==> src/verilog/pcap_settings.svh <==
`ifndef PCAP_SETTINGS_SVH
`define PCAP_SETTINGS_SVH

// ==========================================================
// Stream and memory geometry
// ==========================================================
`define PCAP_DATA_BYTES     8
`define PCAP_DATA_W         (`PCAP_DATA_BYTES * 8)
`define PCAP_MEM_WORDS      256
`define PCAP_MEM_AW         $clog2(`PCAP_MEM_WORDS)
`define PCAP_LEN_W          ($clog2(`PCAP_MEM_WORDS * `PCAP_DATA_BYTES) + 1)

// Metadata field widths
`define PCAP_TID_W          8
`define PCAP_TDEST_W        12
`define PCAP_TUSER_W        32

// ==========================================================
// Register map, byte addresses
// ==========================================================
`define PCAP_REG_AW         12
`define PCAP_REG_CONTROL    12'h000
`define PCAP_REG_STATUS     12'h008
`define PCAP_REG_MEM_SIZE   12'h010
`define PCAP_REG_META_WIDTH 12'h018
`define PCAP_REG_LENGTH     12'h020
`define PCAP_REG_META       12'h028
`define PCAP_REG_DATA_BASE  12'h800

`endif

==> src/verilog/pcap_pkg.sv <==
`include "pcap_settings.svh"

package pcap_pkg;

    // ==========================================================
    // Stream side
    // ==========================================================
    typedef struct packed {
        logic [`PCAP_DATA_W-1:0]     tdata;
        logic [`PCAP_DATA_BYTES-1:0] tkeep;
        logic                        tlast;
        logic [`PCAP_TID_W-1:0]      tid;
        logic [`PCAP_TDEST_W-1:0]    tdest;
        logic [`PCAP_TUSER_W-1:0]    tuser;
    } axis_beat_t;

    // Captured once per packet
    typedef struct packed {
        logic [`PCAP_TID_W-1:0]   tid;
        logic [`PCAP_TDEST_W-1:0] tdest;
        logic [`PCAP_TUSER_W-1:0] tuser;
    } meta_t;

    typedef enum logic [1:0] {CAP_IDLE, CAP_ARMED, CAP_RECV, CAP_DONE} cap_state_e;

    // Single memory port
    typedef struct packed {
        logic                    req;
        logic                    we;
        logic [`PCAP_MEM_AW-1:0] addr;
        logic [`PCAP_DATA_W-1:0] wdata;
    } mem_req_t;

    // ==========================================================
    // Register bus
    // ==========================================================
    typedef enum logic [1:0] {REG_NOP, REG_READ, REG_WRITE} reg_op_e;

    typedef struct packed {
        reg_op_e                 op;
        logic [`PCAP_REG_AW-1:0] addr;
        logic [`PCAP_DATA_W-1:0] wdata;
    } reg_req_t;

    typedef struct packed {
        logic                    valid;
        logic [`PCAP_DATA_W-1:0] rdata;
    } reg_rsp_t;

endpackage

==> src/verilog/pcap_mem_arbiter.sv <==
`timescale 1ns/10ps
`include "pcap_settings.svh"

module pcap_mem_arbiter (
    input  logic                    clk,
    input  logic                    rst_n,
    input  pcap_pkg::mem_req_t      wr_req,
    input  pcap_pkg::mem_req_t      rd_req,
    output pcap_pkg::mem_req_t      mem_req,
    input  logic [`PCAP_DATA_W-1:0] mem_rdata,
    output pcap_pkg::reg_rsp_t      rd_rsp
);

    logic grant_wr;
    logic grant_rd;
    logic rd_inflight;

    // ==========================================================
    // Grant
    // ==========================================================
    // Writer always wins, so the stream never waits
    assign grant_wr = wr_req.req;
    assign grant_rd = rd_req.req && !wr_req.req && !rd_inflight;

    always_comb
    begin
        if (grant_wr)
        begin
            mem_req = wr_req;
        end
        else
        begin
            mem_req     = rd_req;
            mem_req.req = grant_rd;
        end
    end

    // ==========================================================
    // Read response
    // ==========================================================
    always_ff @(posedge clk)
    begin
        if (!rst_n)
        begin
            rd_inflight <= 1'b0;
        end
        else
        begin
            rd_inflight <= grant_rd;
        end
    end

    // Memory data lines up with the cycle after the grant
    assign rd_rsp = '{valid: rd_inflight, rdata: mem_rdata};

endmodule

==> config.mk <==
export PLATFORM = sky130hd
export DESIGN_NAME = pcap_mem_arbiter
export DESIGN_NICKNAME = d
export VERILOG_FILES = /design/src/verilog/pcap_pkg.sv /design/src/verilog/pcap_mem_arbiter.sv
export VERILOG_INCLUDE_DIRS = /design/src /design/src/verilog
export SDC_FILE = /design/constraint.sdc
export NUM_CORES = 1
export LEC_CHECK = 0
export BUFFER_PORTS_ARGS = -buffer_cell sky130_fd_sc_hd__buf_4
export CORE_AREA = 2 2 135 137
export CTS_CLUSTER_DIAMETER = 120
export DETAILED_ROUTE_END_ITERATION = 8
export DIE_AREA = 0 0 137 139
export SLEW_MARGIN = 10
export SYNTH_ARGS = -nofsm -noshare
export SYNTH_HDL_FRONTEND = slang
export SYNTH_SLANG_ARGS = --single-unit
==> constraint.sdc <==
create_clock -name clk -period 0.9 [get_ports clk]
set_input_delay 0.09 -clock clk [delete_from_list [all_inputs] [get_ports clk]]
set_output_delay 0.09 -clock clk [all_outputs]
set_load 0.005 [all_outputs]
==> results_dict.tcl <==
set metrics [dict create \
    area_growth_pct 129 \
    synthesis.area_um2 1620 \
    start_util_pct 9.15 \
    syn_inst 150 \
    clk_latency_ps 0 \
    end_kind "output pin" \
    drt-vias-per-instance 3.28 \
    cp_max_fo 5 \
    drtIter0Drc 34 \
    grt_remaining_overflow 0 \
    power_mw 1.96 \
    finalHoldViolations 0 \
    fin_skew_ps 0 \
    fin_util_pct 21.0 \
    cp_data_required_time_ps 810 \
    rsz0062_at_grt "true" \
    slowest_stage "mux2_4" \
    gp_congestion 0.750 \
    worstPathArrival_ps 870 \
    yosysWarningCount 0 \
    io_pins 353 \
    grt_pass1_vias 1990 \
    critical_path_buf_inv_count 3 \
    cpPeakStageDelay_ps 320 \
    antenna_found_initial 5 \
    power_density_nw_per_um2 529 \
    largest_reg_flops 1 \
    status "complete, but fails checks" \
    setup_viol 74 \
    max_slew_margin_pct 87.2 \
    worstSetupPathType "input pin to output pin" \
    synth_nets 364 \
    ir_worst_vdd_v 0.000200 \
    final_layout_size_suffix_gt1_share_pct 99.0 \
    syn_area_per_cell_um2 10.8 \
    num_vias 1789 \
    internal-power_mw 1.42 \
    worst_slack_ps -55.2 \
    combinationalPowerShare_pct 97.5 \
    postRouteAntennaNets 0 \
    fmax_mhz 1050 \
    power.switching_mw 0.545 \
    p_seq_share_pct 2.5 \
    slew_viol_final 0 \
    ctsHoldBuffers 0 \
    crit_path_start_kind "input pin" \
    grt_max_degree 12 \
    hp-class "input pin to output pin" \
    hpwlAfterDp_um 8540 \
    die_w_um 137 \
    final.setup.tns_ps -2150 \
    fill_cells 1936 \
    power.leakage_nw 1.92 \
    synth-seq-area-share_pct 1.24 \
    largest_registers "rd_inflight: 1 flops" \
    multi_input_area_um2 1100 \
    coreArea_um2 17700 \
    dieArea_um2 19000 \
    largest_register "rd_inflight" \
    rows 49 \
    synth.distinct_cells 9 \
    min_period_ps 955 \
    wl_um 11000 \
    path_delay_family "buffers and inverters" \
    drv_cap 0 \
    worst_slew_pin_slew_ps 189 \
    routedWlPerCell_um 20.1 \
    path_cells "buf_16 -> clkbuf_16 -> mux2_4 -> buf_6" \
    final_common_cell "buf_4" \
    violations "setup timing" \
    seqCellArea_um2 20.0 \
    drcViolationCount 0 \
    grt_pass1_wl_um 13300 \
    finalNetCount 530 \
    layout_common_cells "buf_4, buf_6, mux2_4" \
    die_h_um 139 \
    finalCritPeriodShare_pct 106 \
    clkPwrFrac_pct 0 \
    synth_seq_cells 1 \
    firstDrtPassIters 4 \
    p_sw_share_pct 27.8 \
    track_usage_pct 9.78 \
    io_buffers 224 \
]
==> stage by stage <==
stage | area, um^2 | worst slack [ps] | hold slack (ps) | cells
final | 3700 | -55.2 | 180 | 546
after global routing | 3700 | -68.1 | 180 | 546
after CTS | 3570 | -118 | 180 | 539
after detailed placement | 3060 | -205 | 180 | 532
after global placement | 3060 | -202 | 180 | 532
after floorplan | 1620 | 121 | 261 | 150
==> Yosys cell counts, drive strengths merged <==
cell | instances | area, um^2
dfxtp | 1 | 20.0
nor4bb | 1 | 16.3
mux2 | 73 | 1000
inv | 1 | 3.75
buf | 73 | 566
a21o | 1 | 7.51
==> cell families (layout without fill, tap and decap cells) <==
group	Yosys count	count (layout)	share of synthesized area (%)
AO/OA/AOI/OAI	1	1	0.465
flip-flops	1	1	1.24
other	0	3	0
AND/OR/NAND/NOR	1	1	1.01
multiplexers	73	73	62.0
buffers and inverters	74	238	35.2
==> power groups by stage <==
stage | Combinational, mW | Sequential (mW) | Clock, mW
2_1_floorplan | 0.768 | 0.0484 | 0
3_3_place_gp | 1.49 | 0.0486 | 0
3_5_place_dp | 1.50 | 0.0487 | 0
4_1_cts | 1.86 | 0.0487 | 0
5_1_grt | 2.03 | 0.0490 | 0.000000448
6_report | 1.91 | 0.0487 | 0.000000450
==> path summary, 6_finish.rpt <==
path | from | endpoint | slack, ps | cells after the start
hold / removal | mem_rdata[24] | rd_rsp[24] | 180 | 0
setup / recovery | wr_req[73] | mem_req[63] | -60 | 4
setup reg to reg | rd_inflight | rd_inflight | 240 | 1
hold reg to reg | rd_inflight | rd_inflight | 450 | 1
==> final cells by class <==
cell class,instances,area share [%]
inverters,1,0.101
multi-input cells,75,29.6
well taps,229,7.74
flip-flops and latches,1,0.541
repair buffers,237,61.8
diodes,3,0.203
==> per-layer routing <==
metal  wire (um)  global-route usage (%)
met5          25                       0
met4         211                    3.74
met2        5520                    18.3
met1        3920                    10.0
met3        1270                    2.81
==> timing repair <==
item / in CTS / in global routing
resized for setup: 93 / 7
pin swaps: 1 / 0
setup buffers: 1 / 0
gates cloned: 6 / 4
setup endpoints to repair: 73 / 75
hold endpoints to repair: 0 / 0
Note: power is estimated with default switching activity, not from simulation.
