File: src/verilog/pcap_settings.svh
`ifndef PCAP_SETTINGS_SVH
`define PCAP_SETTINGS_SVH

// ==========================================================
// Stream and memory geometry
// ==========================================================
`define PCAP_DATA_BYTES     8
`define PCAP_DATA_W         (`PCAP_DATA_BYTES * 8)
`define PCAP_MEM_WORDS      256
`define PCAP_MEM_AW         $clog2(`PCAP_MEM_WORDS)
`define PCAP_LEN_W          ($clog2(`PCAP_MEM_WORDS * `PCAP_DATA_BYTES) + 1)

// Metadata field widths
`define PCAP_TID_W          8
`define PCAP_TDEST_W        12
`define PCAP_TUSER_W        32

// ==========================================================
// Register map, byte addresses
// ==========================================================
`define PCAP_REG_AW         12
`define PCAP_REG_CONTROL    12'h000
`define PCAP_REG_STATUS     12'h008
`define PCAP_REG_MEM_SIZE   12'h010
`define PCAP_REG_META_WIDTH 12'h018
`define PCAP_REG_LENGTH     12'h020
`define PCAP_REG_META       12'h028
`define PCAP_REG_DATA_BASE  12'h800

`endif

File: src/verilog/pcap_pkg.sv
`include "pcap_settings.svh"

package pcap_pkg;

    // ==========================================================
    // Stream side
    // ==========================================================
    typedef struct packed {
        logic [`PCAP_DATA_W-1:0]     tdata;
        logic [`PCAP_DATA_BYTES-1:0] tkeep;
        logic                        tlast;
        logic [`PCAP_TID_W-1:0]      tid;
        logic [`PCAP_TDEST_W-1:0]    tdest;
        logic [`PCAP_TUSER_W-1:0]    tuser;
    } axis_beat_t;

    // Captured once per packet
    typedef struct packed {
        logic [`PCAP_TID_W-1:0]   tid;
        logic [`PCAP_TDEST_W-1:0] tdest;
        logic [`PCAP_TUSER_W-1:0] tuser;
    } meta_t;

    typedef enum logic [1:0] {CAP_IDLE, CAP_ARMED, CAP_RECV, CAP_DONE} cap_state_e;

    // Single memory port
    typedef struct packed {
        logic                    req;
        logic                    we;
        logic [`PCAP_MEM_AW-1:0] addr;
        logic [`PCAP_DATA_W-1:0] wdata;
    } mem_req_t;

    // ==========================================================
    // Register bus
    // ==========================================================
    typedef enum logic [1:0] {REG_NOP, REG_READ, REG_WRITE} reg_op_e;

    typedef struct packed {
        reg_op_e                 op;
        logic [`PCAP_REG_AW-1:0] addr;
        logic [`PCAP_DATA_W-1:0] wdata;
    } reg_req_t;

    typedef struct packed {
        logic                    valid;
        logic [`PCAP_DATA_W-1:0] rdata;
    } reg_rsp_t;

endpackage

File: src/verilog/pcap_writer.sv
`timescale 1ns/10ps
`include "pcap_settings.svh"

module pcap_writer (
    input  logic                   clk,
    input  logic                   rst_n,
    input  logic                   arm,
    input  logic                   clear,
    input  logic                   tvalid,
    input  pcap_pkg::axis_beat_t   beat,
    output logic                   tready,
    output pcap_pkg::mem_req_t     wr_req,
    output logic                   done,
    output logic                   overflow,
    output logic                   busy,
    output logic [`PCAP_LEN_W-1:0] length,
    output pcap_pkg::meta_t        meta
);

    import pcap_pkg::*;

    localparam int MEM_AW     = `PCAP_MEM_AW;
    localparam int CNT_W      = MEM_AW + 1;
    localparam int LEN_W      = `PCAP_LEN_W;
    localparam int KEEP_CNT_W = $clog2(`PCAP_DATA_BYTES) + 1;
    localparam logic [LEN_W-1:0] MAX_BYTES = LEN_W'(`PCAP_MEM_WORDS * `PCAP_DATA_BYTES);

    cap_state_e              state;
    logic [CNT_W-1:0]        word_cnt;
    logic [LEN_W-1:0]        byte_cnt;
    logic                    accept;
    logic                    mem_full;
    logic                    restart;
    logic                    wr_valid_q;
    logic [MEM_AW-1:0]       wr_addr_q;
    logic [`PCAP_DATA_W-1:0] wr_data_q;

    // Number of valid bytes in a beat
    function automatic logic [KEEP_CNT_W-1:0] keep_count(
        input logic [`PCAP_DATA_BYTES-1:0] keep
    );
        logic [KEEP_CNT_W-1:0] n;
        n = '0;
        for (int i = 0; i < `PCAP_DATA_BYTES; i++)
        begin
            n = n + KEEP_CNT_W'(keep[i]);
        end
        return n;
    endfunction

    assign tready   = (state == CAP_ARMED) || (state == CAP_RECV);
    assign accept   = tvalid && tready;
    assign mem_full = (word_cnt == CNT_W'(`PCAP_MEM_WORDS));
    // Clear wins over everything, arm alone only starts from idle
    assign restart  = clear || (arm && (state == CAP_IDLE));

    // ==========================================================
    // Capture FSM and counters
    // ==========================================================
    always_ff @(posedge clk)
    begin
        if (!rst_n)
        begin
            state      <= CAP_IDLE;
            word_cnt   <= '0;
            byte_cnt   <= '0;
            overflow   <= 1'b0;
            wr_valid_q <= 1'b0;
        end
        else
        begin
            wr_valid_q <= accept && !clear && !mem_full;
            if (restart)
            begin
                state    <= arm ? CAP_ARMED : CAP_IDLE;
                word_cnt <= '0;
                byte_cnt <= '0;
                overflow <= 1'b0;
            end
            else if (accept)
            begin
                if (mem_full)
                begin
                    // Beat dropped, length pinned at memory size
                    overflow <= 1'b1;
                    byte_cnt <= MAX_BYTES;
                end
                else
                begin
                    word_cnt <= word_cnt + 1'b1;
                    byte_cnt <= byte_cnt + LEN_W'(keep_count(beat.tkeep));
                end
                state <= beat.tlast ? CAP_DONE : CAP_RECV;
            end
        end
    end

    // Write request goes out the cycle after acceptance
    always_ff @(posedge clk)
    begin
        wr_addr_q <= word_cnt[MEM_AW-1:0];
        wr_data_q <= beat.tdata;
        if (accept && (state == CAP_ARMED))
        begin
            meta <= '{tid: beat.tid, tdest: beat.tdest, tuser: beat.tuser};
        end
    end

    assign wr_req = '{req: wr_valid_q, we: 1'b1, addr: wr_addr_q, wdata: wr_data_q};
    assign done   = (state == CAP_DONE);
    assign busy   = (state == CAP_RECV);
    assign length = byte_cnt;

endmodule

File: config.mk
export PLATFORM = sky130hd
export DESIGN_NAME = pcap_writer
export DESIGN_NICKNAME = d
export VERILOG_FILES = /design/src/verilog/pcap_pkg.sv /design/src/verilog/pcap_writer.sv
export VERILOG_INCLUDE_DIRS = /design/src /design/src/verilog
export SDC_FILE = /design/constraint.sdc
export NUM_CORES = 1
export LEC_CHECK = 0
export BUFFER_PORTS_ARGS = -buffer_cell sky130_fd_sc_hd__buf_2
export CAP_MARGIN = 10
export CORE_MARGIN = 2
export CORE_UTILIZATION = 43
export CTS_CLUSTER_DIAMETER = 60
export CTS_CLUSTER_SIZE = 40
export DETAILED_ROUTE_END_ITERATION = 12
export GPL_TIMING_DRIVEN = 1
export PLACE_DENSITY = 0.79
export SETUP_SLACK_MARGIN = 0.1
export SLEW_MARGIN = 25
export SYNTH_ARGS = -nofsm -noshare
export SYNTH_HDL_FRONTEND = slang
export SYNTH_SLANG_ARGS = --single-unit
File: constraint.sdc
create_clock -name clk -period 5.2 [get_ports clk]
set_clock_uncertainty 0.1 [all_clocks]
set_input_delay 0.52 -clock clk [delete_from_list [all_inputs] [get_ports clk]]
set_output_delay 0.52 -clock clk [all_outputs]
set_load 0.1 [all_outputs]
==> insert_results.sql <==
INSERT INTO impl_metrics (metric_group, metric, value, unit) VALUES
('grt', 'first_global_vias', '3925', ''),
('sta', 'tightest_slew', '0.8059', 'ns'),
('clock_tree', 'insertion_delay', '0.52', 'ns'),
('route', 'residual_drc', '0', ''),
('floorplan', 'effective_utilization_at_floorplan', '44.26', '%'),
('worst_hold_path', 'hold_path.startpoint', 'beat[89]', ''),
('worst_hold_path', 'hold_end', 'wr_data_q[28]', ''),
('yosys', 'synth.ff_latch_count', '149', ''),
('yosys', 'yosys.cell_types.count', '43', ''),
('floorplan', 'die_area', '11470', 'um^2'),
('yosys', 'post_synth.cell_area_avg', '15.18', 'um^2'),
('grt', 'antenna_found_initial', '0', ''),
('route', 'drt_wl_total', '14770', 'um'),
('worst_setup_path', 'reg2reg_setup_slack', '1.84', 'ns'),
('layout', 'areaGrowthSynthToFinish', '58.98', '%'),
('worst_hold_path', 'hold-path-cell-count', '1', ''),
('worst_hold_path', 'holdCritPathClass', 'in -> reg', ''),
('place', 'place_hpwl', '9575', 'um'),
('layout', 'design.final.nets', '797', ''),
('power', 'design_power_total', '2.938', 'mW'),
('grt', 'grt_start_max_net_pins', '53', ''),
('layout', 'n_antenna_cell', '0', ''),
('worst_setup_path', 'rr_worst_depth', '9', ''),
('sta', 'setup-violations-final', '0', ''),
('worst_setup_path', 'timing.rr.end', 'length[10]', ''),
('worst_setup_path', 'launching_element_type_of_the_critical_path', 'input pin', ''),
('yosys', 'synth_async_sr_flop_share', '0', '%'),
('route', 'drtPass1Iterations', '4', ''),
('status', 'status', 'completed', ''),
('grt', 'global_route.overflow_total', '0', ''),
('sta', 'min_period_over_period', '68.61', '%'),
('worst_setup_path', 'timing.critical_path.required', '5.56', 'ns'),
('route', 'drt-vias-per-instance', '4.735', ''),
('power', 'power.density', '404.5', 'nW/um^2'),
('clock_tree', 'cts_root_buf', 'sky130_fd_sc_hd__clkbuf_8', ''),
('clock_tree', 'cts_buffers', '17', ''),
('clock_tree', 'tritoncts', 'done', ''),
('layout', 'n_fill_cell', '710', ''),
('yosys', 'synth-edff-count', '52', ''),
('place', 'place.gp.congestion', '0.8021', ''),
('route', 'route.vias.total', '3783', ''),
('sta', 'fin_tns_setup', '0', 'ns'),
('yosys', 'syn-num-nets', '448', ''),
('worst_setup_path', 'worst-setup-path-type', 'in -> reg', ''),
('grt', 'global_route_wire_length_before_repair', '21380', 'um'),
('clock_tree', 'cts_htree_levels', '4', ''),
('sta', 'rsz_0062_raised_after_global_routing', 'false', ''),
('floorplan', 'core_area', '10320', 'um^2'),
('sta', 'worst_case_headroom_to_the_max_slew_limit', '45.82', '%'),
('yosys', 'proportion_of_synthesized_chip_area_in_sequential_cells', '76.67', '%'),
('place', 'count_of_buffers_inserted_at_the_top_level_ports', '270', ''),
('yosys', 'synthCells', '301', ''),
('grt', 'grt_util_all_layers', '25.76', '%'),
('yosys', 'main_flop_type_after_synthesis', 'sky130_fd_sc_hd__dfxtp_1', ''),
('worst_setup_path', 'crit_path_end_kind', 'register', ''),
('sta', 'hold_viol_final', '0', ''),
('clock_tree', 'maximum_clock_path_buffer_count', '2', ''),
('floorplan', 'placement_rows', '37', ''),
('sta', 'finalMaxSlewViolations', '0', ''),
('floorplan', 'dieWidth', '107.1', 'um'),
('floorplan', 'dieHeight', '107.1', 'um'),
('layout', 'layout-drive-gt1-share', '46.91', '%'),
('clock_tree', 'clk_transition_reported_paths', '0.06', 'ns'),
('sta', 'fmax', '0.2803', 'GHz'),
('job', 'max_cap_violations', '0', ''),
('route', 'antenna_left', '0', ''),
('worst_setup_path', 'worstPathMaxFanout', '4', ''),
('sta', 'min_period', '3.568', 'ns'),
('floorplan', 'ios', '272', ''),
('route', 'route.detailed.wl_per_inst', '18.48', 'um'),
('worst_setup_path', 'arrival', '3.92', 'ns'),
('power', 'peakVddDrop', '0.3179', 'mV'),
('worst_setup_path', 'timing.rr.start', 'length[0]', ''),
('power', 'total_leakage_power', '3.309', 'nW'),
('layout', 'layout_common_cells', '270 x sky130_fd_sc_hd__buf_2, 97 x sky130_fd_sc_hd__dfxtp_1, 63 x sky130_fd_sc_hd__dlygate4sd3_1', ''),
('layout', 'layout.cells.most_common', 'sky130_fd_sc_hd__buf_2', ''),
('layout', 'final-seq-area', '3503', 'um^2'),
('route', 'first_iter_violations', '167', ''),
('clock_tree', 'clock-sinks', '149', ''),
('yosys', 'netlist_area', '4569', 'um^2'),
('layout', 'fin_util', '70.37', '%'),
('layout', 'multiInputGateArea', '983.4', 'um^2'),
('yosys', 'yosysWarningCount', '0', '');
## critical path, cell delays in order
cell	delay, ns
sky130_fd_sc_hd__buf_2	0.11
sky130_fd_sc_hd__fa_1	0.52
sky130_fd_sc_hd__inv_1	0.05
sky130_fd_sc_hd__fa_1	0.53
sky130_fd_sc_hd__fa_1	0.45
sky130_fd_sc_hd__fa_1	0.43
sky130_fd_sc_hd__fa_1	0.41
sky130_fd_sc_hd__nand2b_1	0.21
sky130_fd_sc_hd__a21o_1	0.20
sky130_fd_sc_hd__or3_1	0.36
sky130_fd_sc_hd__a21oi_1	0.13
## final cells by class
cell class	count	area share, %
inverter	16	0.8267
multi-input combinational	132	13.54
timing repair buffer	334	27.39
clock inverter	15	1.981
clock buffer	17	5.701
tap	136	2.342
sequential	149	48.23
## synthesized netlist by cell type (all sizes together) (2+ instances only)
cell type | instances | area (um^2)
or3 | 5 | 31.28
nor2b | 2 | 12.51
edfxtp | 52 | 1562
o211ai | 2 | 20.02
nand2b | 3 | 18.77
nor4b | 2 | 17.52
buf | 3 | 20.01
o31ai | 2 | 15.01
a2bb2oi | 2 | 17.52
ha | 12 | 150.1
o21a | 2 | 15.01
mux2i | 4 | 40.04
o21ai | 6 | 33.78
and2 | 4 | 25.02
inv | 16 | 60.06
nand2 | 13 | 48.80
and3 | 3 | 20.02
or4b | 2 | 27.53
xnor2 | 3 | 26.28
and4 | 3 | 26.28
dfxtp | 97 | 1942
a211oi | 2 | 15.01
nand4 | 4 | 25.02
xor2 | 7 | 61.31
a21oi | 10 | 53.80
nand3 | 8 | 40.04
fa | 5 | 100.1
nor2 | 18 | 67.56
## power by group
part	switching, mW	internal [mW]
Combinational	0.404	0.121
Clock	0.501	0.647
Sequential	0.0140	1.25
Total	0.918	2.02
## registers in the layout, indices dropped and copies added (netlist names)
| name | flops |
|---|---|
| meta | 52 |
| word_cnt | 9 |
| length | 12 |
| state | 2 |
| overflow | 1 |
| wr_data_q | 64 |
| wr_valid_q | 1 |
| wr_addr_q | 8 |
## per-stage QoR
stage / worst slack (ns) / area [um^2] / hold WS (ns) / cells
2_1_floorplan: 1.370 / 4569 / 0.2827 / 301
3_3_place_gp: 1.257 / 6076 / 0.3040 / 704
3_5_place_dp: 1.163 / 6076 / 0.3017 / 704
4_1_cts: 1.719 / 7244 / 0.002719 / 797
5_1_grt: 1.511 / 7264 / 0.003919 / 799
6_report: 1.632 / 7264 / 0.05647 / 799
## worst max path at each step
stage,start,endpoint,cells after the start
after floorplan,length[0],length[10],9
after global placement,beat[53],length[10],11
after detailed placement,beat[53],length[8],11
after CTS,beat[53],length[8],11
after global routing,beat[53],length[10],11
final,beat[53],length[10],11
## cell families after synthesis
family	Yosys count	share of synthesized area [%]
flops	149	76.67
xor+xnor	10	1.917
simple gates	69	8.270
buf+inv	20	1.834
mux	4	0.8763
other cells	1	0.08207
compound gates	31	4.874
fa+ha+maj	17	5.476
## what timing repair did
item,in CTS,in global routing
gates resized for setup,0,0
buffers inserted,0,0
endpoints found under the hold margin,61,2
hold buffers,61,2
## layer usage
| metal | track usage (%) | part of all wire (%) | vias up |
|---|---|---|---|
| met5 | 0 | 0 | - |
| met4 | 13.64 | 3.7 | 0 |
| met3 | 10.94 | 8.7 | 43 |
| met2 | 45.80 | 53 | 205 |
| met1 | 25.16 | 34 | 1779 |
| li1 | - | - | 1756 |
Note: power is estimated with default switching activity, not from simulation.
