$ cat src/verilog/pcap_settings.svh
`ifndef PCAP_SETTINGS_SVH
`define PCAP_SETTINGS_SVH

// ==========================================================
// Stream and memory geometry
// ==========================================================
`define PCAP_DATA_BYTES     8
`define PCAP_DATA_W         (`PCAP_DATA_BYTES * 8)
`define PCAP_MEM_WORDS      256
`define PCAP_MEM_AW         $clog2(`PCAP_MEM_WORDS)
`define PCAP_LEN_W          ($clog2(`PCAP_MEM_WORDS * `PCAP_DATA_BYTES) + 1)

// Metadata field widths
`define PCAP_TID_W          8
`define PCAP_TDEST_W        12
`define PCAP_TUSER_W        32

// ==========================================================
// Register map, byte addresses
// ==========================================================
`define PCAP_REG_AW         12
`define PCAP_REG_CONTROL    12'h000
`define PCAP_REG_STATUS     12'h008
`define PCAP_REG_MEM_SIZE   12'h010
`define PCAP_REG_META_WIDTH 12'h018
`define PCAP_REG_LENGTH     12'h020
`define PCAP_REG_META       12'h028
`define PCAP_REG_DATA_BASE  12'h800

`endif

$ cat src/verilog/pcap_pkg.sv
`include "pcap_settings.svh"

package pcap_pkg;

    // ==========================================================
    // Stream side
    // ==========================================================
    typedef struct packed {
        logic [`PCAP_DATA_W-1:0]     tdata;
        logic [`PCAP_DATA_BYTES-1:0] tkeep;
        logic                        tlast;
        logic [`PCAP_TID_W-1:0]      tid;
        logic [`PCAP_TDEST_W-1:0]    tdest;
        logic [`PCAP_TUSER_W-1:0]    tuser;
    } axis_beat_t;

    // Captured once per packet
    typedef struct packed {
        logic [`PCAP_TID_W-1:0]   tid;
        logic [`PCAP_TDEST_W-1:0] tdest;
        logic [`PCAP_TUSER_W-1:0] tuser;
    } meta_t;

    typedef enum logic [1:0] {CAP_IDLE, CAP_ARMED, CAP_RECV, CAP_DONE} cap_state_e;

    // Single memory port
    typedef struct packed {
        logic                    req;
        logic                    we;
        logic [`PCAP_MEM_AW-1:0] addr;
        logic [`PCAP_DATA_W-1:0] wdata;
    } mem_req_t;

    // ==========================================================
    // Register bus
    // ==========================================================
    typedef enum logic [1:0] {REG_NOP, REG_READ, REG_WRITE} reg_op_e;

    typedef struct packed {
        reg_op_e                 op;
        logic [`PCAP_REG_AW-1:0] addr;
        logic [`PCAP_DATA_W-1:0] wdata;
    } reg_req_t;

    typedef struct packed {
        logic                    valid;
        logic [`PCAP_DATA_W-1:0] rdata;
    } reg_rsp_t;

endpackage

$ cat src/verilog/pcap_reg_ctrl.sv
`timescale 1ns/10ps
`include "pcap_settings.svh"

module pcap_reg_ctrl (
    input  logic                   clk,
    input  logic                   rst_n,
    input  pcap_pkg::reg_req_t     reg_req,
    output pcap_pkg::reg_rsp_t     reg_rsp,
    output logic                   arm,
    output logic                   clear,
    input  logic                   done,
    input  logic                   overflow,
    input  logic                   busy,
    input  logic [`PCAP_LEN_W-1:0] length,
    input  pcap_pkg::meta_t        meta,
    output pcap_pkg::mem_req_t     rd_req,
    input  pcap_pkg::reg_rsp_t     rd_rsp
);

    import pcap_pkg::*;

    localparam int DATA_W   = `PCAP_DATA_W;
    localparam int MEM_AW   = `PCAP_MEM_AW;
    localparam int WORD_LSB = $clog2(`PCAP_DATA_BYTES);

    logic              is_read;
    logic              is_write;
    logic              in_window;
    logic              ctrl_wr;
    logic [DATA_W-1:0] reg_rdata;
    logic              rsp_valid_q;
    logic [DATA_W-1:0] rsp_data_q;
    logic              rd_pending;
    logic [MEM_AW-1:0] rd_addr_q;

    assign is_read   = (reg_req.op == REG_READ);
    assign is_write  = (reg_req.op == REG_WRITE);
    assign in_window = (reg_req.addr >= `PCAP_REG_DATA_BASE);
    assign ctrl_wr   = is_write && (reg_req.addr == `PCAP_REG_CONTROL);

    // ==========================================================
    // Register read mux
    // ==========================================================
    always_comb
    begin
        case (reg_req.addr)
            `PCAP_REG_STATUS:     reg_rdata = DATA_W'({busy, overflow, done});
            `PCAP_REG_MEM_SIZE:   reg_rdata = DATA_W'(`PCAP_MEM_WORDS * `PCAP_DATA_BYTES);
            `PCAP_REG_META_WIDTH: reg_rdata = DATA_W'($bits(meta_t));
            `PCAP_REG_LENGTH:     reg_rdata = DATA_W'(length);
            `PCAP_REG_META:       reg_rdata = DATA_W'(meta);
            default:              reg_rdata = '0;
        endcase
    end

    // ==========================================================
    // Strobes, responses and window reads
    // ==========================================================
    always_ff @(posedge clk)
    begin
        if (!rst_n)
        begin
            arm         <= 1'b0;
            clear       <= 1'b0;
            rsp_valid_q <= 1'b0;
            rd_pending  <= 1'b0;
        end
        else
        begin
            arm         <= ctrl_wr && reg_req.wdata[0];
            clear       <= ctrl_wr && reg_req.wdata[1];
            rsp_valid_q <= is_read && !in_window;
            // Held until the arbiter answers
            if (is_read && in_window)
            begin
                rd_pending <= 1'b1;
            end
            else if (rd_rsp.valid)
            begin
                rd_pending <= 1'b0;
            end
        end
    end

    always_ff @(posedge clk)
    begin
        rsp_data_q <= reg_rdata;
        if (is_read && in_window)
        begin
            rd_addr_q <= reg_req.addr[WORD_LSB +: MEM_AW];
        end
    end

    assign rd_req = '{req: rd_pending, we: 1'b0, addr: rd_addr_q, wdata: '0};

    // Memory data passes straight through when it arrives
    assign reg_rsp.valid = rsp_valid_q || rd_rsp.valid;
    assign reg_rsp.rdata = rd_rsp.valid ? rd_rsp.rdata : rsp_data_q;

endmodule

$ cat config.mk
export PLATFORM = sky130hd
export DESIGN_NAME = pcap_reg_ctrl
export DESIGN_NICKNAME = d
export VERILOG_FILES = /design/src/verilog/pcap_pkg.sv /design/src/verilog/pcap_reg_ctrl.sv
export VERILOG_INCLUDE_DIRS = /design/src /design/src/verilog
export SDC_FILE = /design/constraint.sdc
export NUM_CORES = 1
export LEC_CHECK = 0
export ABC_AREA = 1
export BUFFER_PORTS_ARGS = -buffer_cell sky130_fd_sc_hd__clkbuf_2
export CAP_MARGIN = 20
export CORE_AREA = 2 2 137 139
export CTS_CLUSTER_SIZE = 8
export DETAILED_ROUTE_END_ITERATION = 8
export DIE_AREA = 0 0 139 141
export PLACE_DENSITY_LB_ADDON = 0.15
export RECOVER_POWER = 50
export SYNTH_ARGS = -nofsm -noshare
export SYNTH_HDL_FRONTEND = slang
export SYNTH_SLANG_ARGS = --single-unit
$ cat constraint.sdc
create_clock -name clk -period 2.95 [get_ports clk]
set_clock_uncertainty 0.05 [all_clocks]
set_input_delay 0.295 -clock clk [delete_from_list [all_inputs] [get_ports clk]]
set_output_delay 0.295 -clock clk [all_outputs]
set_load 0.02 [all_outputs]
==> flow_metrics.env, run 1 <==
export IMPL_status="finished, final reports clean"
export IMPL_crit_path_top_delay_cell="inv_1"
export IMPL_cts_tree="built"
export IMPL_critPathLaunchType="input pin"
export IMPL_worstSkewPairLatency_ns=0.33
export IMPL_rsz0062_at_grt="false"
export IMPL_slew_violations=0
export IMPL_die_area_um2=19600
export IMPL_fp_dieH_um=141
export IMPL_rows=50
export IMPL_cts_buffer_depth=2
export IMPL_clkSlewWorstSetupHoldPaths_ns=0.06
export IMPL_grt_use_total_pct=10.14
export IMPL_finalPower_mw=2.386
export IMPL_hold_viol=0
export IMPL_antenna_found_initial=0
export IMPL_r2r_start="rd_pending"
export IMPL_regArea_um2=1361
export IMPL_cts_resized=0
export IMPL_hold_class="input pin to register"
export IMPL_critPathMaxFanout=32
export IMPL_routed_via_density=3.516
export IMPL_maxCapViolations=0
export IMPL_grt_pass1_wl_um=15460
export IMPL_drt_pass1_iter_count=4
export IMPL_syn_area_um2=3327
export IMPL_crit_path_end_kind="primary output"
export IMPL_path_cells="clkbuf_2, inv_1, buf_12, nand2_1, nand2_1, clkbuf_2"
export IMPL_grt_ovfl_total=0
export IMPL_dp_hpwl_um=7755
export IMPL_critical_path_top_delay_family="buffers and inverters"
export IMPL_finalCritPeriodShare_pct=67.10
export IMPL_syn_avg_cell_area_um2=6.804
export IMPL_grtUsageMet3_pct=4.246
export IMPL_grt_pass1_vias=3116
export IMPL_clockRootBuffer="clkbuf_16"
export IMPL_h_tree_depth=3
export IMPL_ir_drop_mv=0.2150
export IMPL_worst_setup_path_type="input pin to primary output"
export IMPL_critical_path_arrival_ns=1.63
export IMPL_grt_max_degree=66
export IMPL_numCtsBuffers=9
export IMPL_busiest_layer="met2"
export IMPL_multiInputGateArea_um2=1370
export IMPL_critPathBufInv=4
export IMPL_power_leakage_nw=2.859
export IMPL_drive_gt1_share_pct=32.44
export IMPL_p_switching_uw=659.8
export IMPL_relSlewSlack_pct=37.40
export IMPL_n_antenna_cell=0
export IMPL_use_met2_pct=17.03
export IMPL_final_cell_mix="clkbuf_2, nand2_1, conb_1"
export IMPL_internal_power_mw=1.726
export IMPL_drc=0
export IMPL_coreArea_um2=18270
export IMPL_tightestPinTransition_ns=0.9356
export IMPL_wirelength_um=10050
export IMPL_synth_seq_area_share_pct=40.92
export IMPL_vias=3326
export IMPL_cts_sinks=64
export IMPL_gp_routability_congestion=0.7365
export IMPL_crit_path_start="rd_rsp[64]"
export IMPL_die_w_um=139
export IMPL_p_sw_share_pct=27.66
export IMPL_nFillCells=2114
export IMPL_hp_start="meta[16]"
export IMPL_initial_core_util_pct=18.21
export IMPL_synth_cell_types=18
export IMPL_p_seq_share_pct=37.3
export IMPL_syn_to_final_growth_pct=40.92
export IMPL_detail_route_antenna_nets=0
export IMPL_crit_path_max_incr_delay_ns=0.60
export IMPL_ys_ff_latch=64
export IMPL_p_clk_share_pct=46.6
export IMPL_io_buffers=225
export IMPL_powerDensity_nw_per_um2=508.9
export IMPL_finalSetupViolations=0
export IMPL_combPwrFrac_pct=16.1
export IMPL_postSynthCellCount=489
export IMPL_period_needed_ns=1.979
export IMPL_yosysWarnings=0
export IMPL_cts_hold_buf=0
export IMPL_fmax_ghz=0.5052
export IMPL_cts_setup_buffers=0
export IMPL_grtUsageMet1_pct=11.10
export IMPL_wl_per_cell_um=10.62
export IMPL_ios=353
export IMPL_cp_required_ns=2.61
export IMPL_fin_setup_tns_ns=0
export IMPL_drt_iter0_drc=54
export IMPL_layout_commonest_cell="clkbuf_2"
export IMPL_layout_nets=919
[per-stage QoR]
stage	setup WS [ns]	std cells	cell area [um^2]	hold slack, ns	util [%]
finish	0.9707	946	4688	0.1009	25.66
global route	0.8174	946	4688	0.09412	25.66
CTS	1.174	946	4718	0.08220	25.83
detailed placement	0.9503	930	4410	0.4322	24.14
global placement	0.9085	930	4410	0.4238	24.14
floorplan	1.652	553	3567	0.3173	-
[Yosys cell counts]
cell type / n / area share, %
nand2_1: 192 / 22
buf_4: 67 / 15
inv_1: 58 / 6.5
dfxtp_1: 56 / 34
nor2_1: 48 / 5.4
nand3_1: 29 / 4.4
clkbuf_1: 8 / 0.90
edfxtp_1: 8 / 7.2
buf_2: 5 / 0.75
buf_6: 4 / 1.4
nor2_2: 4 / 0.75
inv_2: 2 / 0.23
nor2_4: 2 / 0.68
or2_2: 2 / 0.38
a21boi_0: 1 / 0.23
conb_1: 1 / 0.11
nand2_4: 1 / 0.34
or2_4: 1 / 0.26
[worst min-delay path, cell delays in order]
cell      delay, ns
clkbuf_2       0.08
inv_1          0.04
nor2_1         0.03
[final cells by class]
type                    instances  area share [%]
multi-input cells             345           29.22
clock buffers                  12           5.498
repair buffers                227           24.13
well taps                     234           6.245
inverters                      60           4.804
clock inverters                 4           1.068
flip-flops and latches         64           29.04
[flip-flops by register name, summed over array words and instances, names as in the netlist]
signal,cells
rd_addr_q,8
rsp_data_q,52
rd_pending,1
rsp_valid_q,1
clear,1
arm,1
[logic make-up (layout without fill, tap and decap cells)]
kind of cell / Yosys count / count (layout) / synth area share [%]
AOI/OAI and AO/OA: 1 / 1 / 0.2257
DFF: 64 / 64 / 40.92
and+or+nand+nor: 279 / 279 / 33.85
other: 1 / 65 / 0.1127
buffers and inverters: 144 / 303 / 24.90
[power groups by stage]
| stage | clock network [mW] | logic, mW | registers (mW) |
|---|---|---|---|
| 6_report | 1.11 | 0.385 | 0.890 |
| 5_1_grt | 1.19 | 0.427 | 0.890 |
| 4_1_cts | 1.17 | 0.394 | 0.890 |
| 3_5_place_dp | 0 | 0.393 | 0.909 |
| 3_3_place_gp | 0 | 0.395 | 0.909 |
| 2_1_floorplan | 0 | 0.284 | 0.916 |
[final timing paths]
path         depth (start not counted)             end  slack [ns]
min reg2reg                          2      rd_pending        0.44
max                                  6     reg_rsp[44]        0.97
max reg2reg                          2      rd_pending        2.25
min                                  3  rsp_data_q[16]        0.10
[layer usage]
metal  part of all wire, %  up-vias  wire length (um)
met4                   2.0        0               200
met3                    11       11              1138
met2                    47      181              4694
met1                    40     1393              4012
li1                      -     1741                 -
met5                     0        -                 0
No activity file was read; power rests on OpenSTA's default activity.
==> run 2, diff against run 1 <==
- clock period: 2.95 -> 1.8 ns (I/O delays scaled with it)
==> run 2 against run 1 <==
Effect of this change: sequential cell count did not move; highest routed layer unchanged; global-route usage rose by 0.70 points; via count rose by 6.0%.
==> flow_metrics.env, run 2 (same netlist as run 1, synthesis figures left out) <==
export IMPL_syn_to_final_growth_pct=56.98
export IMPL_r2r_end="rd_pending"
export IMPL_die_area_um2=19600
export IMPL_rr_worst_depth=2
export IMPL_holdPathEnd="rsp_data_q[10]"
export IMPL_internal_power_mw=2.777
export IMPL_critical_path_arrival_ns=1.37
export IMPL_h_tree_depth=3
export IMPL_drive_gt1_share_pct=26.42
export IMPL_powerDensity_nw_per_um2=735.5
export IMPL_p_seq_share_pct=38.0
export IMPL_finalCritPeriodShare_pct=88.78
export IMPL_relSlewSlack_pct=56.17
export IMPL_hp_start="meta[10]"
export IMPL_numCtsBuffers=9
export IMPL_cp_required_ns=1.57
export IMPL_cts_sinks=64
export IMPL_status="finished, final reports clean"
export IMPL_wirelength_um=10410
export IMPL_vias=3526
export IMPL_final_area_um2=5223
export IMPL_crit_path_top_delay_cell="clkbuf_2"
export IMPL_rows=50
export IMPL_path_common_cell="clkbuf_2"
export IMPL_hold_viol=0
export IMPL_grt_pass1_vias=3382
export IMPL_grt_use_total_pct=10.85
export IMPL_critPathMaxFanout=31
export IMPL_ios=353
export IMPL_io_buffers=225
export IMPL_final_cell_mix="nand2_1, clkbuf_2, conb_1"
export IMPL_crit_path_end_kind="primary output"
export IMPL_die_w_um=139
export IMPL_hold_slack_ns=0.01928
export IMPL_largest_register="rsp_data_q"
export IMPL_min_path_cells=3
export IMPL_utilization_pct=28.59
export IMPL_grt_max_degree=51
export IMPL_clockRootBuffer="clkbuf_16"
export IMPL_antenna_found_initial=0
export IMPL_fmax_ghz=0.6258
export IMPL_cts_tree="built"
export IMPL_drc=0
export IMPL_initial_core_util_pct=18.21
export IMPL_power_leakage_nw=2.995
export IMPL_nFillCells=2107
export IMPL_hold_class="input pin to register"
export IMPL_r2r_start="rd_pending"
export IMPL_clkSlewWorstSetupHoldPaths_ns=0.06
export IMPL_slew_violations=0
export IMPL_ff2ff_setup_slack_ns=1.17
export IMPL_finalPower_mw=3.841
export IMPL_period_needed_ns=1.598
export IMPL_grt_ovfl_total=0
export IMPL_placed_area_um2=4461
export IMPL_maxCapViolations=0
export IMPL_routed_via_density=3.505
export IMPL_dp_hpwl_um=7964
export IMPL_fp_dieH_um=141
export IMPL_p_clk_share_pct=43.2
export IMPL_detail_route_antenna_nets=0
export IMPL_p_sw_share_pct=27.71
export IMPL_finalSetupViolations=0
export IMPL_coreArea_um2=18270
export IMPL_largest_register_ffs=52
export IMPL_wl_per_cell_um=10.34
export IMPL_layout_nets=979
export IMPL_crit_path_max_incr_delay_ns=0.52
export IMPL_tightestPinTransition_ns=0.6575
export IMPL_drt_iter0_drc=66
export IMPL_drt_pass1_iter_count=4
export IMPL_combPwrFrac_pct=18.8
export IMPL_fin_setup_tns_ns=0
export IMPL_worstSkewPairLatency_ns=0.33
export IMPL_ir_drop_mv=0.3900
export IMPL_n_antenna_cell=0
export IMPL_layout_commonest_cell="nand2_1"
export IMPL_grt_pass1_wl_um=16840
export IMPL_cts_buffer_depth=2
export IMPL_path_cells="clkbuf_2, clkbuf_2, nand2_1, inv_1, clkbuf_1"
export IMPL_gp_routability_congestion=0.7425
export IMPL_p_switching_mw=1.064
export IMPL_critPathLaunchType="input pin"
export IMPL_rsz0062_at_grt="false"
export IMPL_reg_largest_list="rsp_data_q (52), rd_addr_q (8)"
export IMPL_worst_setup_path_type="input pin to primary output"
[run 2: power groups by stage]
stage	combinational [mW]	clock (mW)	sequential, mW
5_1_grt	0.797	1.80	1.46
3_5_place_dp	0.647	0	1.49
4_1_cts	0.747	1.75	1.46
3_3_place_gp	0.652	0	1.49
6_report	0.720	1.66	1.46
2_1_floorplan	0.465	0	1.50
[run 2: how the worst max path moves through the flow]
stage / from / to
detailed placement: rd_rsp[64] / reg_rsp[44]
CTS: reg_req[70] / rsp_data_q[24]
global placement: rd_rsp[64] / reg_rsp[4]
floorplan: rd_rsp[64] / reg_rsp[44]
finish: rd_rsp[64] / reg_rsp[53]
global route: rd_rsp[64] / reg_rsp[2]
[run 2: what timing repair did]
action	4_1_cts	5_1_grt
buffers inserted	0	0
hold endpoints to repair	55	0
hold buffers	55	0
resized for setup	0	0
[run 2: critical path: cells and delay by family]
family                 cells  cell delay, ns
buffers and inverters      4            1.00
and+or+nand+nor            1            0.16
[run 2: final cells by class]
type	count	area [um^2]	area share, %
Sequential cell	64	1361	26.07
Inverter	60	225.2	4.312
Clock inverter	3	15.01	0.2875
Multi-Input combinational cell	345	1378	26.38
Clock buffer	13	270.3	5.175
Tap cell	234	292.8	5.606
Timing Repair Buffer	287	1680	32.18
[run 2: routing by layer]
layer  vias up  track usage, %  wire length, um
met4         0           5.157              247
li1       1859               -                -
met1      1474           12.22             4265
met2       180           18.23             4844
met3        13           4.042             1049
met5         -               0                0
[run 2: per-stage QoR]
step                std cells  setup WS (ns)
CTS                      1006         0.1965
detailed placement        935         0.3890
finish                   1006         0.2020
global placement          935         0.3634
global route             1006        0.05344
floorplan                 553         0.7322
==> run 3, diff against run 2 <==
- BUFFER_PORTS_ARGS: -buffer_cell sky130_fd_sc_hd__clkbuf_2 -> -buffer_cell sky130_fd_sc_hd__buf_4
- clock period: 1.8 -> 2.05 ns (I/O delays scaled with it)
==> run 3 against run 2 <==
Effect of this change: worst setup slack gained 0.080 ns; count of clock-buffer cells in the layout grew 1; global-route usage shrank 0.44 points; cell count shrank 4.9%; non-clock buffer count shrank 49; clock power shrank 8%; power shrank 9.5%; sequential cell count is the same; highest routed layer unchanged; critical endpoint is now rsp_data_q[44]; combinational power shrank 8.1%; routed wire length grew 1.2%; via count shrank 3.6%; first-iteration DRC count grew 18%; critical path type is now input pin to register.
==> flow_metrics.env, run 3 (same netlist as run 1, synthesis figures left out) <==
export IMPL_status="finished, final reports clean"
export IMPL_drc=0
export IMPL_reg_largest_list="rsp_data_q (52), rd_addr_q (8)"
export IMPL_grt_pass1_wl_um=16120
export IMPL_fmax_ghz=0.5658
export IMPL_worst_setup_path_type="input pin to register"
export IMPL_critical_path_arrival_ns=1.97
export IMPL_worstSkewPairLatency_ns=0.33
export IMPL_finalSetupViolations=0
export IMPL_critPathBufInv=3
export IMPL_crit_path_end_kind="register"
export IMPL_syn_to_final_growth_pct=56.34
export IMPL_antenna_found_initial=0
export IMPL_top_layer="met4"
export IMPL_coreArea_um2=18270
export IMPL_slew_violations=0
export IMPL_largest_register_ffs=52
export IMPL_vias=3400
export IMPL_cts_tree="built"
export IMPL_fp_dieH_um=141
export IMPL_grt_pass1_vias=3311
export IMPL_grt_ovfl_total=0
export IMPL_path_cells="dlygate4sd3_1, clkbuf_1, nor2_1, nand2_1, nor2_1, nand2_4, buf_4, nor2_1"
export IMPL_routed_via_density=3.553
export IMPL_layout_nets=930
export IMPL_wl_met2_um=5034
export IMPL_hold_viol=0
export IMPL_grt_max_degree=39
export IMPL_crit_path_max_incr_delay_ns=0.54
export IMPL_final_cell_mix="nand2_1, buf_4, conb_1"
export IMPL_path_common_cell="nor2_1"
export IMPL_clkSlewWorstSetupHoldPaths_ns=0.05
export IMPL_rows=50
export IMPL_wl_per_cell_um=11.00
export IMPL_utilization_pct=28.47
export IMPL_p_sw_share_pct=26.51
export IMPL_gp_routability_congestion=0.8045
export IMPL_powerDensity_nw_per_um2=668.3
export IMPL_detail_route_antenna_nets=0
export IMPL_layout_commonest_cell="nand2_1"
export IMPL_n_antenna_cell=0
export IMPL_critPathMaxFanout=22
export IMPL_io_buffers=225
export IMPL_rsz0062_at_grt="false"
export IMPL_drt_iter0_drc=78
export IMPL_wirelength_um=10530
export IMPL_clockRootBuffer="clkbuf_16"
export IMPL_grt_use_total_pct=10.40
export IMPL_cts_resized=0
export IMPL_power_leakage_nw=2.957
export IMPL_hold_class="input pin to register"
export IMPL_tightestPinTransition_ns=0.5990
export IMPL_maxCapViolations=0
export IMPL_met1Wirelength_um=4174
export IMPL_period_needed_ns=1.767
export IMPL_largest_register="rsp_data_q"
export IMPL_dp_hpwl_um=8290
export IMPL_cts_buffer_depth=2
export IMPL_drive_gt1_share_pct=30.15
export IMPL_crit_path_top_delay_cell="dlygate4sd3_1"
export IMPL_finalCritPeriodShare_pct=86.22
export IMPL_die_area_um2=19600
export IMPL_relSlewSlack_pct=60.02
export IMPL_wl_met3_um=1133
export IMPL_numCtsBuffers=9
export IMPL_drt_pass1_iter_count=5
export IMPL_initial_core_util_pct=18.21
export IMPL_p_clk_share_pct=44.1
export IMPL_critPathLaunchType="input pin"
export IMPL_cts_sinks=64
export IMPL_finalPower_mw=3.476
export IMPL_combPwrFrac_pct=19.0
export IMPL_cp_required_ns=2.26
export IMPL_p_seq_share_pct=36.9
export IMPL_fin_setup_tns_ns=0
export IMPL_internal_power_mw=2.554
export IMPL_critical_path_top_delay_family="buffers and inverters"
export IMPL_ir_drop_mv=0.3570
export IMPL_ios=353
export IMPL_h_tree_depth=3
export IMPL_die_w_um=139
export IMPL_p_switching_uw=921.7
[run 3: worst register-to-register path: stages, from the launching register on]
cell and delay (ns):
dfxtp_1 0.33, nand2_1 0.05, a21boi_0 0.16
[run 3: through the flow]
stage | instances | setup slack [ns] | area [um^2] | hold slack [ns]
5_1_grt | 957 | 0.1454 | 5201 | 0.02217
2_1_floorplan | 553 | 0.9322 | 3567 | 0.2273
4_1_cts | 957 | 0.2737 | 5364 | 0.0003667
3_3_place_gp | 935 | 0.4406 | 4999 | 0.3450
3_5_place_dp | 935 | 0.4187 | 4999 | 0.3447
6_report | 957 | 0.2825 | 5201 | 0.01702
[run 3: cell type report]
cell class / instances / area (um^2)
Multi-Input combinational cell: 345 / 1370
Tap cell: 234 / 292.8
Inverter: 60 / 225.2
Clock inverter: 2 / 10.01
Clock buffer: 14 / 295.3
Timing Repair Buffer: 238 / 1647
Fill cell: 2090 / 13070
Sequential cell: 64 / 1361
[run 3: worst paths after layout]
check	slack, ns	startpoint	endpoint	cells past startpoint
worst max-delay path	0.28	reg_req[75]	rsp_data_q[44]	8
worst min-delay path	0.02	meta[3]	rsp_data_q[3]	3
worst max register to register	1.38	rd_pending	rd_pending	2
worst min register to register	0.43	rd_pending	rd_pending	2
[run 3: timing repair]
action,4_1_cts,5_1_grt
endpoints found under the hold margin,6,0
hold buffers,6,0
setup buffers,0,0
[run 3: per-layer routing]
layer  track usage, %  up-vias
li1                 -     1764
met1            11.80     1444
met2            17.47      182
met3            4.076       10
met4            4.466        0
met5                0        -
[run 3: power by group through the flow]
stage               Clock [mW]  Combinational [mW]  Sequential (mW)
floorplan                    0               0.409             1.32
global placement             0               0.691             1.31
detailed placement           0               0.692             1.31
CTS                       1.61               0.703             1.28
global route              1.65               0.722             1.28
finish                    1.53               0.662             1.28
